`src/hdl/xform_defines.svh`:
```
// Block edge is fixed at 4 because the butterflies in fdct4x4 are hand-unrolled for that size
`ifndef XFORM_DEFINES_SVH
`define XFORM_DEFINES_SVH

// Block geometry
`define XF_BLK_DIM 4

// Pixel and coefficient widths
`define XF_PIX_W   8
`define XF_COEF_W  12

// Nonzero count, 0 to 16
`define XF_NZ_W    5

// Quantiser shift, 0 to 7
`define XF_SHIFT_W 3

`endif

```
`src/hdl/xform_cmd_pkg.sv`:
```
// Opcode codes are fixed by the host side and the two reserved codes are always rejected
package xform_cmd_pkg;

    // --------------------
    // Host opcodes
    // --------------------
    typedef enum logic [1:0] {
        OP_FDCT   = 2'd0, // Raw coefficients
        OP_FDCT_Q = 2'd1, // Coefficients after rounding shift
        OP_RSV2   = 2'd2, // Reserved
        OP_RSV3   = 2'd3  // Reserved
    } op_e;

    // --------------------
    // Handshake states
    // --------------------
    // BUSY waits for ack, DONE waits for req to drop
    typedef enum logic [1:0] {
        IDLE = 2'd0,
        BUSY = 2'd1,
        DONE = 2'd2
    } hs_state_e;

endpackage

```
`src/hdl/xform_coef_pkg.sv`:
```
// Constants follow the VP8 forward transform and only hold for 8-bit pixels and 4x4 blocks
`include "xform_defines.svh"

package xform_coef_pkg;

    // Output coefficient and row-pass intermediate
    typedef logic signed [`XF_COEF_W-1:0] coef_t;
    typedef logic signed [13:0]           tmp_t;

    // --------------------
    // Rotation multipliers
    // --------------------
    localparam int K_A = 2217; // sqrt(2)*cos(3pi/8) scaled
    localparam int K_B = 5352; // sqrt(2)*sin(3pi/8) scaled

    // --------------------
    // Rounding terms
    // --------------------
    // Row pass, before >>> 9
    localparam int RND_R1 = 1812;
    localparam int RND_R3 = 937;

    // Column pass, before >>> 16
    localparam int RND_C1 = 12000;
    localparam int RND_C3 = 51000;

endpackage

```
`src/hdl/coef_quant.sv`:
```
// Shift quantiser stands in for real tables, outputs hold while ack_o is high
`timescale 1ns/10ps
`include "xform_defines.svh"

module coef_quant (
    input  logic                                             clk,
    input  logic                                             rst_n,
    input  logic [`XF_BLK_DIM*`XF_BLK_DIM*`XF_COEF_W-1:0]    coef_i,
    input  logic                                             valid_i,
    input  logic                                             reject_i,
    input  logic                                             req_low_i,
    input  xform_cmd_pkg::op_e                               op_i,
    input  logic [`XF_SHIFT_W-1:0]                           shift_i,
    output logic [`XF_BLK_DIM*`XF_BLK_DIM*`XF_COEF_W-1:0]    coef_o,
    output logic [`XF_NZ_W-1:0]                              nz_count_o,
    output logic                                             ack_o,
    output logic                                             err_o
);

    localparam int NUM_EL = `XF_BLK_DIM * `XF_BLK_DIM;
    localparam int W      = `XF_COEF_W;
    localparam int NZ_W   = `XF_NZ_W;

    logic [NUM_EL*W-1:0] level;
    logic [NUM_EL-1:0]   nz_flag;
    logic [NZ_W-1:0]     nz_next;
    logic [W:0]          half;

    // 2^(shift-1), zero for shift 0
    assign half = ({{W{1'b0}}, 1'b1} << shift_i) >> 1;

    // --------------------
    // Per-coefficient level
    // --------------------
    for (genvar k = 0; k < NUM_EL; k++) begin : g_lvl
        xform_coef_pkg::coef_t c;
        logic signed [W:0]     c_ext;
        logic [W:0]            mag;
        logic [W:0]            rnd;
        logic [W:0]            q_s;

        assign c     = coef_i[k*W +: W];
        assign c_ext = c;                        // Sign extend, -2048 needs 13 bits
        assign mag   = c_ext[W] ? -c_ext : c_ext;
        assign rnd   = (mag + half) >> shift_i;
        assign q_s   = c_ext[W] ? -rnd : rnd;    // Sign restored

        assign level[k*W +: W] = (op_i == xform_cmd_pkg::OP_FDCT_Q) ? q_s[W-1:0] : c;
        assign nz_flag[k]      = (level[k*W +: W] != '0);
    end

    // Nonzero count for the skip decision
    always_comb begin
        nz_next = '0;
        for (int k = 0; k < NUM_EL; k++) begin
            if (nz_flag[k]) begin
                nz_next = nz_next + NZ_W'(1);
            end
        end
    end

    // --------------------
    // Result registers and ack
    // --------------------
    always_ff @(posedge clk or negedge rst_n) begin
        if (!rst_n) begin
            coef_o     <= '0;
            nz_count_o <= '0;
            ack_o      <= 1'b0;
            err_o      <= 1'b0;
        end else if (req_low_i) begin
            ack_o <= 1'b0;      // Data stays, only ack drops
        end else if (valid_i) begin
            coef_o     <= level;
            nz_count_o <= nz_next;
            ack_o      <= 1'b1;
            err_o      <= 1'b0;
        end else if (reject_i) begin
            coef_o     <= '0;
            nz_count_o <= '0;
            ack_o      <= 1'b1;
            err_o      <= 1'b1;
        end
    end

    // Decode must not start a new block while the previous one is acknowledged
    a_no_new_during_ack: assert property (@(posedge clk) disable iff (!rst_n)
        (valid_i || reject_i) |-> !ack_o);

endmodule

```
`config.mk`:
```
export PLATFORM = sky130hd
export DESIGN_NAME = coef_quant
export DESIGN_NICKNAME = d
export VERILOG_FILES = /design/src/hdl/xform_cmd_pkg.sv /design/src/hdl/xform_coef_pkg.sv /design/src/hdl/coef_quant.sv
export VERILOG_INCLUDE_DIRS = /design/src /design/src/hdl
export SDC_FILE = /design/constraint.sdc
export NUM_CORES = 2
export LEC_CHECK = 0
export ABC_CLOCK_PERIOD_IN_PS = 800
export BUFFER_PORTS_ARGS = -buffer_cell sky130_fd_sc_hd__buf_2
export CORE_MARGIN = 5
export CORE_UTILIZATION = 62
export DETAILED_ROUTE_END_ITERATION = 10
export PLACE_DENSITY = 0.84
export REMOVE_ABC_BUFFERS = 1
export SLEW_MARGIN = 10
export SYNTH_ARGS = -nofsm -noshare
export SYNTH_HDL_FRONTEND = slang
export SYNTH_SLANG_ARGS = --single-unit
```
`constraint.sdc`:
```
create_clock -name clk -period 0.8 [get_ports clk]
set_clock_uncertainty 0.05 [all_clocks]
set_input_delay 0.08 -clock clk [delete_from_list [all_inputs] [get_ports clk]]
set_output_delay 0.08 -clock clk [all_outputs]
set_load 0.05 [all_outputs]
```
==> results of run 1 <==
## routing by layer
layer	GRT usage, %	overflow
met2	117	2503
met4	108	1003
met3	88.9	190
met1	92.9	194
met5	78.0	25
## through the flow
stage / TNS (ns) / util, %
after floorplan: -1449.71 / -
after detailed placement: -804.46 / 89.5
after CTS: -774.10 / 95.3
after global placement: -742.83 / 89.5
## cell families after synthesis
group / synth area share (%)
xor gates and xnor gates: 10.4
and+or+nand+nor: 23.0
adders and majority gates: 6.53
muxes: 6.10
DFF: 13.8
AOI/OAI and AO/OA: 34.9
buffers and inverters: 5.37
## synthesized netlist by cell type, types with 35 or more instances
master / count / area, µm²
clkbuf_1: 230 / 863
nand2_1: 497 / 1870
o211ai_1: 75 / 563
nand3_1: 79 / 395
xor2_1: 123 / 1080
a211oi_1: 101 / 758
nor2_1: 363 / 1360
or3_1: 65 / 407
and2_1: 63 / 394
mux2i_1: 99 / 991
o41ai_1: 39 / 342
or2_2: 60 / 375
nor2b_1: 65 / 407
mux4_2: 37 / 833
ha_1: 163 / 2040
a31oi_1: 65 / 407
xnor2_1: 267 / 2340
a21o_1: 68 / 510
a22o_1: 88 / 771
nand2b_1: 66 / 413
nor3_1: 117 / 586
o21ai_0: 405 / 2030
nor4_1: 51 / 319
inv_1: 181 / 679
buf_2: 38 / 190
a211o_1: 40 / 350
o31ai_1: 87 / 653
buf_1: 43 / 161
a21oi_1: 243 / 1220
or4_1: 35 / 263
o21a_1: 60 / 450
dfrtp_1: 199 / 4980
o22ai_1: 45 / 282
## what timing repair did
action | in CTS
hold endpoints to repair | 210
buffers inserted | 81
hold buffers | 7
resized for setup | 505
endpoints found under the setup margin | 396
pin swaps | 147
==> out/qor.csv, run 1 <==
metric;value;unit
status;stopped before the end;
Failed at;5_1_grt;
Stop Error;[ERROR GRT-0116] Global routing finished with congestion. Check the congestion regions in the DRC Viewer.;
Placed Area;51600;µm²
Mapped Cells;4873;
I/O Pins;401;
Initial Util;62.7;%
vias in the first global route;76900;
dpl ws;-12.17;ns
Syn Std Cell Area;36200;µm²
Post-synth EDFFs;0;
Sinks on Clock Net;199;
Congestion Overflow GR;3915;
syn_area_per_cell;7.42;µm²
Placed Cells incl. Taps;7497;
Synth Flop Type;dfrtp_1;
pin count of the biggest net entering global routing;80;
GPL Wtd Cong;1.14;
Die Span X;251;µm
H-tree depth;4;
GRT Util Overall;101;%
synth warn;0;
ys async rst share;100;%
die height;251;µm
sequential fraction of the synthesis area;13.8;%
TritonCTS buffer count;17;
row count;88;
hpwl dp;151000;µm
synth unique cells;125;
CTS max path bufs;2;
Synth Register Bits;199;
IO Port Bufs;400;
first-pass GRT wire length;503000;µm
root buf cell;clkbuf_16;
==> run 2: changes to the inputs <==
--- a/config.mk
+++ b/config.mk
@@ -9,9 +9,9 @@
 export ABC_CLOCK_PERIOD_IN_PS = 800
 export BUFFER_PORTS_ARGS = -buffer_cell sky130_fd_sc_hd__buf_2
 export CORE_MARGIN = 5
-export CORE_UTILIZATION = 62
+export CORE_UTILIZATION = 40
 export DETAILED_ROUTE_END_ITERATION = 10
-export PLACE_DENSITY = 0.84
+export PLACE_DENSITY_LB_ADDON = 0.15
 export REMOVE_ABC_BUFFERS = 1
 export SLEW_MARGIN = 10
 export SYNTH_ARGS = -nofsm -noshare
==> run 2 against run 1 <==
Net effect:
- the flow now finishes, with violations (hold timing, setup timing)
- synthesized area unchanged
- synthesized cell count unchanged
==> out/qor.csv, run 2 <==
metric;value;unit;change
die height;311;µm;+24%
VDD IR max;2.07;mV;
slew margin rel.;36.7;%;
WP data required;1.20;ns;
Worst setup SP type;input pin;;
H-tree depth;4;;unchanged
Final setup viols;396;;
drt initial violations;4385;;
RSZ-0062 raised after global routing;true;;
WS Path Type;in -> reg;;
root buf cell;clkbuf_16;;
worst hold path type;in -> reg;;
GPL Wtd Cong;0.967;;-15%
hpwl dp;135000;µm;-11%
antenna violations before repair;11;;
Die Span X;311;µm;+24%
most frequent cells in the layout;1925 x buf_4, 480 x nand2_1, 389 x buf_2;;
Max Cap Viol;0;;
final period utilization;1380;%;
TritonCTS buffer count;17;;unchanged
Nets;7377;;
row count;110;;+25%
sequential fraction of the synthesis area;13.8;%;unchanged
crit-path max cell delay;0.33;ns;
via count;48400;;
slowest stage cell, crit path;ha_1;;
Core Area;89900;µm²;
Congestion Overflow GR;0;;
total power;72.3;mW;
Sinks on Clock Net;199;;unchanged
synth warn;0;;unchanged
share of post-route cells with drive strength above 1;44.2;%;
Via-to-Cell Ratio;5.91;;
Post-synth EDFFs;0;;unchanged
pin count of the biggest net entering global routing;73;;
biggest regs;coef_o: 192 flops, nz_count_o: 5 flops;;
Largest register FFs;192;;
I/O Pins;401;;unchanged
Placed Cells incl. Taps;8026;;+7.1%
Initial Util;40.2;%;-22 points
Arr. time, crit path;11.42;ns;
Synth top area share;13.8;%;unchanged
element type at the critical path end;register;;
hold slack;-0.0227;ns;
Clk Latency, worst-skew pair;0.53;ns;
IO Port Bufs;400;;unchanged
Placed Area;53000;µm²;+2.7%
achievable clock frequency;90.8;MHz;
WL final;176000;µm;
Mapped Cells;4873;;unchanged
Final Hold Viols;2;;
Worst-path clk slew;0.10;ns;
Worst Path Max Fanout;6;;
PnR worst setup slack;-10.22;ns;
area grow syn2layout;60.1;%;
Synth Flop Type;dfrtp_1;;
min Tclk post-route;11.02;ns;
Non-Filler Instances;8193;;
Synth area leaders;dfrtp_1 14%, xnor2_1 6.5%, ha_1 5.6%;;
syn_area_per_cell;7.42;µm²;unchanged
status;finished with violations;;
Slew Viols, Final;0;;
DRC viols;0;;
top cells by count, synth;497 x nand2_1, 405 x o21ai_0, 363 x nor2_1, 267 x xnor2_1, 243 x a21oi_1;;
DRT antenna net count;0;;
most common cell after layout, fill and taps aside;buf_4;;
Finished Cell Area;57900;µm²;
Synth Register Bits;199;;unchanged
die area;96500;µm²;
TritonCTS clock tree;done;;
CTS max path bufs;2;;unchanged
Top cell by count, worst path;buf_4;;
Leak;26.4;nW;
Top reg by flops;coef_o;;
vias in the first global route;47000;;
failing checks;hold timing, setup timing;;
Fillers;7976;;
Worst Tran Pin Value;0.950;ns;
Syn Std Cell Area;36200;µm²;unchanged
GRT Util Overall;34.1;%;
Setup TNS Final;-744.22;ns;
Power Density;1250;nW/µm²;
DR WL/cell;21.5;µm;
most common cell in the netlist;nand2_1;;
first-pass GRT wire length;267000;µm;
total iterations of the first detailed-routing run;7;;
Synth area leader;dfrtp_1;;
ys async rst share;100;%;unchanged
synth unique cells;125;;unchanged
-- run 2: per-stage QoR --
step / hold slack [ns] / util [%] / setup slack [ns]
after floorplan: -0.266 / - / -15.27
after global placement: 0.00724 / 59.0 / -11.22
after detailed placement: 0.00932 / 59.0 / -11.33
after CTS: -0.0588 / 62.1 / -10.06
after global routing: 0.00878 / 64.4 / -10.67
final: -0.0227 / 64.4 / -10.22
-- run 2: path summary, 6_finish.rpt --
path                       slack [ns]  depth (start not counted)                    start                   endpoint
max                            -10.22                         68                coef_i[2]  nz_count_o[4]$_DFFE_PN0P_
min                             -0.02                          4                 reject_i          ack_o$_DFFE_PN0P_
max reg2reg                         0                          1   coef_o[32]$_DFFE_PN0P_     coef_o[32]$_DFFE_PN0P_
min reg2reg                      0.43                          2  coef_o[189]$_DFFE_PN0P_    coef_o[189]$_DFFE_PN0P_
max in group asynchronous        0.27                          4                    rst_n    coef_o[190]$_DFFE_PN0P_
min in group asynchronous        0.04                          3                    rst_n          ack_o$_DFFE_PN0P_
-- run 2: critical path, delay by kind of cell --
kind / cells / cell delay [ns]
fa+ha+maj: 10 / 2.71
compound gates: 18 / 2.98
mux: 6 / 1.18
simple gates: 16 / 2.03
xor+xnor: 6 / 0.81
buf+inv: 12 / 1.60
-- run 2: repair_timing --
action	4_1_cts	5_1_grt
hold endpoints to repair	224	0
hold buffers	15	0
pin swaps	124	135
setup endpoints to repair	396	397
gates resized for setup	372	353
setup buffers	60	57
-- run 2: logic make-up (layout without fill, tap and decap cells) --
kind of cell / Yosys count / after routing / share of synthesized area [%]
compound gates: 1776 / 1776 / 34.9
xor+xnor: 408 / 408 / 10.4
fa+ha+maj: 179 / 179 / 6.53
buf+inv: 500 / 2636 / 5.37
flops: 199 / 199 / 13.8
mux: 170 / 170 / 6.10
other cells: 0 / 8 / 0
simple gates: 1641 / 1641 / 23.0
-- run 2: layer usage --
metal | vias up | GRT usage (%) | routed length (µm)
li1 | 22800 | - | -
met1 | 23200 | 44.8 | 74400
met2 | 1979 | 56.1 | 79300
met3 | 423 | 5.81 | 13800
met4 | 10 | 13.2 | 8250
met5 | - | 0 | 60
-- run 2: final cells by class --
| class | instances | area, µm² | area share, % |
|---|---|---|---|
| Antenna cell | 8 | 20.0 | 0.0346 |
| Sequential cell | 199 | 4980 | 8.61 |
| Clock inverter | 14 | 189 | 0.327 |
| Inverter | 186 | 738 | 1.28 |
| Tap cell | 1176 | 1470 | 2.54 |
| Timing Repair Buffer | 2418 | 17900 | 31.0 |
| Clock buffer | 18 | 429 | 0.742 |
| Multi-Input combinational cell | 4174 | 32100 | 55.5 |
-- run 2: report_power, final --
| group | switching (mW) | internal, mW | leakage (nW) |
|---|---|---|---|
| sequential | 0.754 | 11.3 | 2.55 |
| combinational | 27.3 | 22.9 | 23.6 |
| clock | 5.35 | 4.77 | 0.292 |
Power figures use the tool's default switching activity.
