--- src/hdl/xform_defines.svh ---
// Block edge is fixed at 4 because the butterflies in fdct4x4 are hand-unrolled for that size
`ifndef XFORM_DEFINES_SVH
`define XFORM_DEFINES_SVH

// Block geometry
`define XF_BLK_DIM 4

// Pixel and coefficient widths
`define XF_PIX_W   8
`define XF_COEF_W  12

// Nonzero count, 0 to 16
`define XF_NZ_W    5

// Quantiser shift, 0 to 7
`define XF_SHIFT_W 3

`endif

--- src/hdl/xform_cmd_pkg.sv ---
// Opcode codes are fixed by the host side and the two reserved codes are always rejected
package xform_cmd_pkg;

    // --------------------
    // Host opcodes
    // --------------------
    typedef enum logic [1:0] {
        OP_FDCT   = 2'd0, // Raw coefficients
        OP_FDCT_Q = 2'd1, // Coefficients after rounding shift
        OP_RSV2   = 2'd2, // Reserved
        OP_RSV3   = 2'd3  // Reserved
    } op_e;

    // --------------------
    // Handshake states
    // --------------------
    // BUSY waits for ack, DONE waits for req to drop
    typedef enum logic [1:0] {
        IDLE = 2'd0,
        BUSY = 2'd1,
        DONE = 2'd2
    } hs_state_e;

endpackage

--- src/hdl/xform_cmd_decode.sv ---
// Operands and opcode must stay stable while req_i is high and only one request is open at a time
`timescale 1ns/10ps
`include "xform_defines.svh"

module xform_cmd_decode (
    input  logic                                             clk,
    input  logic                                             rst_n,
    input  logic                                             req_i,
    input  xform_cmd_pkg::op_e                               op_i,
    input  logic [`XF_SHIFT_W-1:0]                           shift_i,
    input  logic [`XF_BLK_DIM*`XF_BLK_DIM*`XF_PIX_W-1:0]     src_i,
    input  logic [`XF_BLK_DIM*`XF_BLK_DIM*`XF_PIX_W-1:0]     ref_i,
    input  logic                                             ack_i,
    output logic                                             start_o,
    output logic                                             reject_o,
    output logic                                             req_low_o,
    output xform_cmd_pkg::op_e                               op_o,
    output logic [`XF_SHIFT_W-1:0]                           shift_o,
    output logic [`XF_BLK_DIM*`XF_BLK_DIM*`XF_PIX_W-1:0]     src_o,
    output logic [`XF_BLK_DIM*`XF_BLK_DIM*`XF_PIX_W-1:0]     ref_o
);

    xform_cmd_pkg::hs_state_e state_q;
    logic                     accept;
    logic                     op_ok;

    // New request seen while idle
    assign accept = (state_q == xform_cmd_pkg::IDLE) && req_i;
    assign op_ok  = (op_i == xform_cmd_pkg::OP_FDCT) || (op_i == xform_cmd_pkg::OP_FDCT_Q);

    // Host has dropped req after ack so result releases ack this edge
    assign req_low_o = (state_q != xform_cmd_pkg::IDLE) && ack_i && !req_i;

    // --------------------
    // Handshake FSM
    // --------------------
    always_ff @(posedge clk or negedge rst_n) begin
        if (!rst_n) begin
            state_q  <= xform_cmd_pkg::IDLE;
            start_o  <= 1'b0;
            reject_o <= 1'b0;
        end else begin
            start_o  <= 1'b0; // Single-cycle pulses
            reject_o <= 1'b0;
            case (state_q)
                xform_cmd_pkg::IDLE: begin
                    if (accept) begin
                        state_q  <= xform_cmd_pkg::BUSY;
                        start_o  <= op_ok;
                        reject_o <= !op_ok;
                    end
                end
                xform_cmd_pkg::BUSY: begin
                    if (req_low_o) begin
                        state_q <= xform_cmd_pkg::IDLE; // req already gone with ack
                    end else if (ack_i) begin
                        state_q <= xform_cmd_pkg::DONE;
                    end
                end
                xform_cmd_pkg::DONE: begin
                    if (req_low_o) begin
                        state_q <= xform_cmd_pkg::IDLE;
                    end
                end
                default: state_q <= xform_cmd_pkg::IDLE;
            endcase
        end
    end

    // Operands held until the next accepted request
    always_ff @(posedge clk) begin
        if (accept) begin
            op_o    <= op_i;
            shift_o <= shift_i;
            src_o   <= src_i;
            ref_o   <= ref_i;
        end
    end

    // --------------------
    // Checks
    // --------------------
    // Result drops ack on the same edge that decode returns to IDLE
    a_idle_ack_low: assert property (@(posedge clk) disable iff (!rst_n)
        (state_q == xform_cmd_pkg::IDLE) |-> !ack_i);

    a_start_one_cycle: assert property (@(posedge clk) disable iff (!rst_n)
        start_o |=> !start_o);

endmodule

--- config.mk ---
export PLATFORM = sky130hd
export DESIGN_NAME = xform_cmd_decode
export DESIGN_NICKNAME = d
export VERILOG_FILES = /design/src/hdl/xform_cmd_pkg.sv /design/src/hdl/xform_cmd_decode.sv
export VERILOG_INCLUDE_DIRS = /design/src /design/src/hdl
export SDC_FILE = /design/constraint.sdc
export NUM_CORES = 1
export LEC_CHECK = 0
export ABC_AREA = 1
export ABC_CLOCK_PERIOD_IN_PS = 7250
export BUFFER_PORTS_ARGS = -buffer_cell sky130_fd_sc_hd__buf_2
export CAP_MARGIN = 20
export CELL_PAD_IN_SITES_DETAIL_PLACEMENT = 2
export CELL_PAD_IN_SITES_GLOBAL_PLACEMENT = 2
export CORE_AREA = 4 4 205 207
export DETAILED_ROUTE_END_ITERATION = 8
export DIE_AREA = 0 0 209 211
export GPL_TIMING_DRIVEN = 0
export HOLD_SLACK_MARGIN = 0.02
export PLACE_DENSITY = 0.61
export SYNTH_ARGS = -nofsm -noshare
export SYNTH_HDL_FRONTEND = slang
export SYNTH_SLANG_ARGS = --single-unit
--- constraint.sdc ---
create_clock -name clk -period 7.25 [get_ports clk]
set_input_delay 1.0875 -clock clk [delete_from_list [all_inputs] [get_ports clk]]
set_output_delay 1.0875 -clock clk [all_outputs]
set_load 0.01 [all_outputs]
* Yosys cells after proc, flatten, opt, wreduce, memory -nomap -nowiden
Index checks and enable logic that the tools add are counted.
Word-level totals: memory bits (writable) 0, bits in latches 0, memories kept 0, bits in read-only memories 0, bits in registers 265
Operators by class: order comparisons 0, shifts and indexed selects 0, multiply operators 0, divide/modulo/power cells 0, bitwise logic cells 0, reduce and logical (&&, ||, !) cells 10, add/sub/neg operators 0, equal/unequal tests 6, muxes and demuxes 9
Operators with widths (count):
- $mux 2 | 4
- $pmux 2 s3 | 1
- $eq 2x1->1 const B | 2
- $logic_not 2->1 | 2
- $mux 1 | 4
- $ne 2x2->1 const B | 2
- $logic_and 1x1->1 | 3
- $ne 3x3->1 const B | 1
- $reduce_and 3->1 | 1
- $eq 2x2->1 const B | 1
- $logic_not 1->1 | 2
- $reduce_bool 2->1 | 1
- $logic_or 1x1->1 | 1

* Logic depth before layout (Yosys ltp)
Gate-level depths: netlist of the first run.
depth in word-level cells 5, depth in mapped cells 4

* Least setup slack after synthesis of the first run
OpenSTA, ideal clock, no wires.
kind input-to-reg, from input req_i, to register op_o[0] (enable), path buffers 0, library setup time 0.613 ns, slack 0.431 ns, stages 2, arrival 6.206 ns, cell sequence nand2_2 inv_1
On the way: longest elaborated chain between the ends 1
RTL lines:
- from (decl) | RTL line xform_cmd_decode.sv:8 | input logic req_i,
- $logic_and 1x1->1 | RTL line xform_cmd_decode.sv:28 | assign accept = (state_q == xform_cmd_pkg::IDLE) && req_i;
- named net accept | RTL line xform_cmd_decode.sv:24 | logic accept;
- to (signal assigned) | RTL line xform_cmd_decode.sv:73 | op_o <= op_i;
- to (decl) | RTL line xform_cmd_decode.sv:17 | output xform_cmd_pkg::op_e op_o,
The timed path passes the listed nets, and every way through them passes these cells. A chain may end at the register's enable or synchronous reset.

* Final worst setup path of the first run
from input req_i, to output req_low_o
On the way: longest elaborated chain between the ends 2
RTL lines:
- $logic_not 1->1 | RTL line xform_cmd_decode.sv:32 | assign req_low_o = (state_q != xform_cmd_pkg::IDLE) && ack_i && !req_i;
- $logic_and 1x1->1 | RTL line xform_cmd_decode.sv:32
- to (decl) | RTL line xform_cmd_decode.sv:16 | output logic req_low_o,
No other way between the ends.

==> results.cfg, run 1 <==
[logic_synthesis]
synth-edff-count = 261
synthesis.area_um2 = 8010
synth_seq_area_share = 0.991
synth_ff_type = edfxtp_1
ys_types = 10
synth.avg_cell_area_um2 = 28.5
synthTopCellsByArea = edfxtp_1 (98%), dfrtp_1 (1.3%), inv_1 (0.23%)
yosysMostFrequentCell = edfxtp_1
synth_seq_cells = 265
synth-async-reset-ratio = 0.0151
synth_common_cells = edfxtp_1 (261), inv_1 (5), dfrtp_1 (4), nand2_1 (3), nor2_1 (3)
syn_nets = 546
syn_inst = 281
yosysWarnings = 0
synthDominantCellAreaShare = 0.979
synth_top_area_cell = edfxtp_1

[layout]
final_core_util = 0.305
syn_to_final_growth_pct = 53.7
nets = 1109
fillers = 4312
drive_gt1_frac = 0.663
final_cells = 1403
design_area_um2 = 12300

[route]
drc_errors = 0
route.vias.total = 5123
drt_pass1_iterations = 4
wirelength_um = 27300
ant_nets = 0
routed_via_density = 3.65
drtIter0Drc = 269
wl_per_cell_um = 19.4

[floorplan]
start_util = 0.198
fp.dieArea_um2 = 44100
die_h_um = 211
num_rows = 74
die_x_um = 209
ioPinCount = 529
core-area_um2 = 40400

[critical_path]
cp_common_cell = buf_2
cpMaxStageDelayCell = buf_2
cp_cell_sequence = buf_2 > inv_1 > nand2_1 > nor2_1 > buf_2
required_ns = 6.16
critPathLaunchType = primary input
critical-path-top-delay-family = buffers and inverters
critPathBufInv = 3
crit_arrival_ns = 1.53
max_stage_delay_ns = 0.14
crit_fanout = 3
cp-end-kind = output pin
worstSetupPathType = in -> out

[clock_tree]
cts_root_buf = clkbuf_16
post_cts_buffers = 0
clk_latency_ns = 0.55
numCtsBuffers = 31
cts_htree_levels = 1
clk_pin_slew_ns = 0.06
postCtsHoldBufs = 0
cts_resized = 0
cts_tree = done
ctsLongestPathBuffers = 3
cts_num_sinks = 265

[sta]
worstMarginPinSlew_ns = 0.750
setup_viol = 0
fin_crit_sh = 0.361
min_period_ns = 2.62
rsz0062_at_grt = no
drv_slew = 0
max_clock_freq_mhz = 382
hold_viol = 0
slew_headroom = 0.500
skew_ns = 0.0117

[placement]
routabilityCongestion = 0.749
numPortBuffers = 528
place_area_um2 = 11400
hpwl_um = 21500
post-place-cells = 1343

[pwr]
p_leak_nw = 5.11
powerDensity_nw_per_um2 = 357
ir_worst_vdd_uv = 206
p_total_mw = 4.40

[global_routing]
grt_pass1_wl_um = 37800
grt_pass1_vias = 5701
grt_overflow = 0
grt_max_degree = 126
grt_antenna_before_repair = 11
grt_use_total = 0.115

[hold_path]
hold_class = in -> async

[status]
outcome = finished, final reports clean

[flow_run]
maxCapViolations = 0
-- where the power goes --
group	total (mW)	internal (mW)	switching, mW
Sequential	2.19	2.11	0.0864
Clock	1.41	0.813	0.601
Combinational	0.788	0.262	0.526
-- final cells by class --
cell class	count	area [um2]	share of cell area
flip-flops and latches	265	7940	0.645
repair buffers	530	2700	0.219
clock buffers	35	791	0.0642
well taps	532	666	0.0541
clock inverters	21	131	0.0107
multi-input cells	11	51.3	0.00417
inverters	5	26.3	0.00213
diodes	4	10.0	0.000813
-- worst reg2reg max path, stage by stage (launching register included) --
cell and delay [ns]:
dfrtp_1 0.42, nor2_2 0.16, nand2_2 0.13, inv_8 0.21
buf_16 0.42
-- worst paths after layout --
| path | start | to | slack (ns) | cells past startpoint |
|---|---|---|---|---|
| max in group asynchronous | rst_n | state_q[1] | 6.78 | 1 |
| worst max register to register | state_q[0] | ref_o[13] | 5.32 | 4 |
| worst max-delay path | req_i | req_low_o | 4.63 | 5 |
| worst min-delay path | rst_n | reject_o | 0.34 | 1 |
| worst min register to register | state_q[1] | state_q[1] | 0.56 | 2 |
| min in group clk | state_q[1] | state_q[1] | 0.56 | 2 |
-- registers in the layout, summed over array words and instances (netlist names) --
| register | flops |
|---|---|
| shift_o | 3 |
| state_q | 2 |
| ref_o | 128 |
| op_o | 2 |
| reject_o | 1 |
| src_o | 128 |
| start_o | 1 |
-- cell usage in the layout, fill, tap and decap left out --
cell type / n
buf_16: 2
buf_2: 528
bufinv_16: 1
clkbuf_1: 4
clkbuf_16: 31
clkinv_1: 10
clkinv_2: 6
clkinv_4: 1
clkinvlp_4: 1
dfrtp_1: 4
diode_2: 4
edfxtp_1: 261
inv_1: 4
inv_6: 2
inv_8: 1
nand2_1: 3
nand2_2: 1
nand3_1: 1
nand4_1: 1
nor2_1: 3
nor2_2: 1
o21ai_0: 1
-- metal layers --
metal / global-route usage / up-vias / wire length [um]
met5: 0 / - / 63
met4: 0.0329 / 12 / 737
met3: 0.0553 / 61 / 2920
met2: 0.211 / 292 / 14500
met1: 0.118 / 2491 / 8990
li1: - / 2267 / -
-- through the flow --
step	setup WS (ns)	hold WS, ns	setup TNS, ns
2_1_floorplan	0.431	0.512	0
3_3_place_gp	-2.11	0.534	-543.05
3_5_place_dp	4.62	0.556	0
4_1_cts	4.62	0.297	0
5_1_grt	4.57	0.301	0
6_report	4.63	0.342	0
-- cell families after synthesis --
family,Yosys count,synth area share
buffers and inverters,5,0.00234
and+or+nand+nor,10,0.00578
AOI/OAI and AO/OA,1,0.000624
DFF,265,0.991
Note: power is estimated with default switching activity, not from simulation.
==> run 2: changes to the inputs <==
Settings changed: ABC_CLOCK_PERIOD_IN_PS 7250 to 2260, CORE_AREA 4 4 205 207 to 4 4 201 203, DIE_AREA 0 0 209 211 to 0 0 205 207, PLACE_DENSITY 0.61 to 0.65.
Clock period 7.25 ns to 2.26 ns, I/O delays scaled along.
==> run 2 against run 1 <==
  * Sequential share of layout area down 12 points
  * Global-route usage up 5.0 points
  * Clock-buffer cell count grew 4
  * Combinational power rose to 4.0 times the previous value
  * Final cell count grew 18%
  * Clock power rose to 3.3 times the previous value
  * Via count up 23%
  * Final area grew 22%
  * Power rose to 3.4 times the previous value
  * Sequential power increased to 3.2 times the previous value
  * Register-to-register slack lost 5.1 ns
  * Largest power group unchanged
==> results.cfg, run 2 (synthesis results as in run 1) <==
[floorplan]
num_rows = 72
fp.dieArea_um2 = 42400
ioPinCount = 529
die_h_um = 207
die_x_um = 205
start_util = 0.208
core-area_um2 = 38500

[sta]
min_period_ns = 2.04
max_clock_freq_mhz = 491
setup_viol = 0
skew_ns = 0.00791
rsz0062_at_grt = no
slew_headroom = 0.476
fin_crit_sh = 0.901
fin_tns_setup_ns = 0
worstMarginPinSlew_ns = 0.782
hold_viol = 0
finalWorstSetupSlack_ns = 0.223
holdWs_ns = 0.107
drv_slew = 0

[placement]
place_area_um2 = 11400
post-place-cells = 1333
hpwl_um = 23000
routabilityCongestion = 0.746
numPortBuffers = 528
dp_slack_ns = -0.249

[layout]
fillers = 3878
drive_gt1_frac = 0.512
layout.cells.most_common_list = buf_2 (528), dlygate4sd3_1 (263), edfxtp_1 (261), clkbuf_16 (31), clkbuf_1 (8)
antenna_cells = 0
final_cells = 1653
final_core_util = 0.390
design_area_um2 = 15000
nets = 1377
syn_to_final_growth_pct = 87.2
layout_commonest_cell = buf_2
largestRegisters = ref_o: 128 flops, src_o: 128 flops, shift_o: 3 flops

[route]
drt_pass1_iterations = 4
drc_errors = 0
drtIter0Drc = 190
wl_per_cell_um = 22.3
route.vias.total = 6316
wirelength_um = 36900
ant_nets = 0
routed_via_density = 3.82

[critical_path]
critPathLaunchType = flip-flop
crit_fanout = 45
worstSetupPathType = reg -> reg
required_ns = 2.50
crit_arrival_ns = 2.27
cp-end-kind = flip-flop
r2r_slack_ns = 0.22

[clock_tree]
cts_resized = 0
cts_num_sinks = 265
cts_tree = done
ctsLongestPathBuffers = 3
cts_htree_levels = 1
cts_root_buf = clkbuf_16
clk_latency_ns = 0.55
clk_pin_slew_ns = 0.06
numCtsBuffers = 30

[status]
outcome = finished, final reports clean

[global_routing]
grt_pass1_wl_um = 52300
grt_use_total = 0.165
grt_max_degree = 46
grt_pass1_vias = 7486
grt_overflow = 0
grt_antenna_before_repair = 1

[hold_path]
hold_class = in -> reg

[pwr]
p_total_mw = 14.9
ir_worst_vdd_uv = 747
p_leak_nw = 6.24
powerDensity_nw_per_um2 = 992

[flow_run]
maxCapViolations = 0
==> run 2: cell types whose count changed in the layout (fill, tap and decap cells not counted), moves of 2 or more <==
cell           change
clkinv_1           -5
inv_6              -2
clkbuf_1           +4
diode_2            -4
buf_12             +5
clkinvlp_4         +2
dlygate4sd3_1    +263
==> run 2: path summary, 6_finish.rpt <==
check                                start    endpoint  depth (start not counted)
min in group asynchronous            rst_n  state_q[0]                          2
max in group asynchronous            rst_n    reject_o                          2
worst max register to register  state_q[1]    ref_o[7]                          6
worst min register to register  state_q[1]  state_q[1]                          2
worst min-delay path                 req_i  state_q[1]                          3
worst max-delay path            state_q[1]    ref_o[7]                          6
==> run 2: worst max-delay path, stage by stage, from the launching register on <==
cell        delay, ns
dfrtp_1          0.40
nor2_2           0.16
nand2_2          0.14
clkinvlp_4       0.12
buf_12           0.26
buf_12           0.27
buf_12           0.28
==> run 2: what timing repair did <==
item | CTS | global route
setup buffers | 1 | 0
hold buffers | 263 | 0
endpoints found under the setup margin | 68 | 0
endpoints found under the hold margin | 267 | 0
==> run 2: cell type report <==
cell class	instances	area, um2	area share
clock buffers	39	806	0.0538
clock inverters	16	108	0.00718
inverters	5	22.5	0.00150
multi-input cells	11	51.3	0.00342
flip-flops and latches	265	7940	0.530
well taps	518	648	0.0432
repair buffers	798	5410	0.361
repair inverters	1	5.00	0.000334
==> run 2: report_power, final <==
part / internal (mW) / switching [mW]
registers: 6.75 / 0.334
clock network: 2.62 / 2.00
logic: 1.23 / 1.95
total: 10.6 / 4.28
==> run 2: layer usage <==
metal	vias to the layer above	global-route usage	wire [um]
li1	2800	-	-
met1	3085	0.167	12400
met2	370	0.307	19400
met3	59	0.0693	3840
met4	2	0.0499	1160
met5	-	0	13
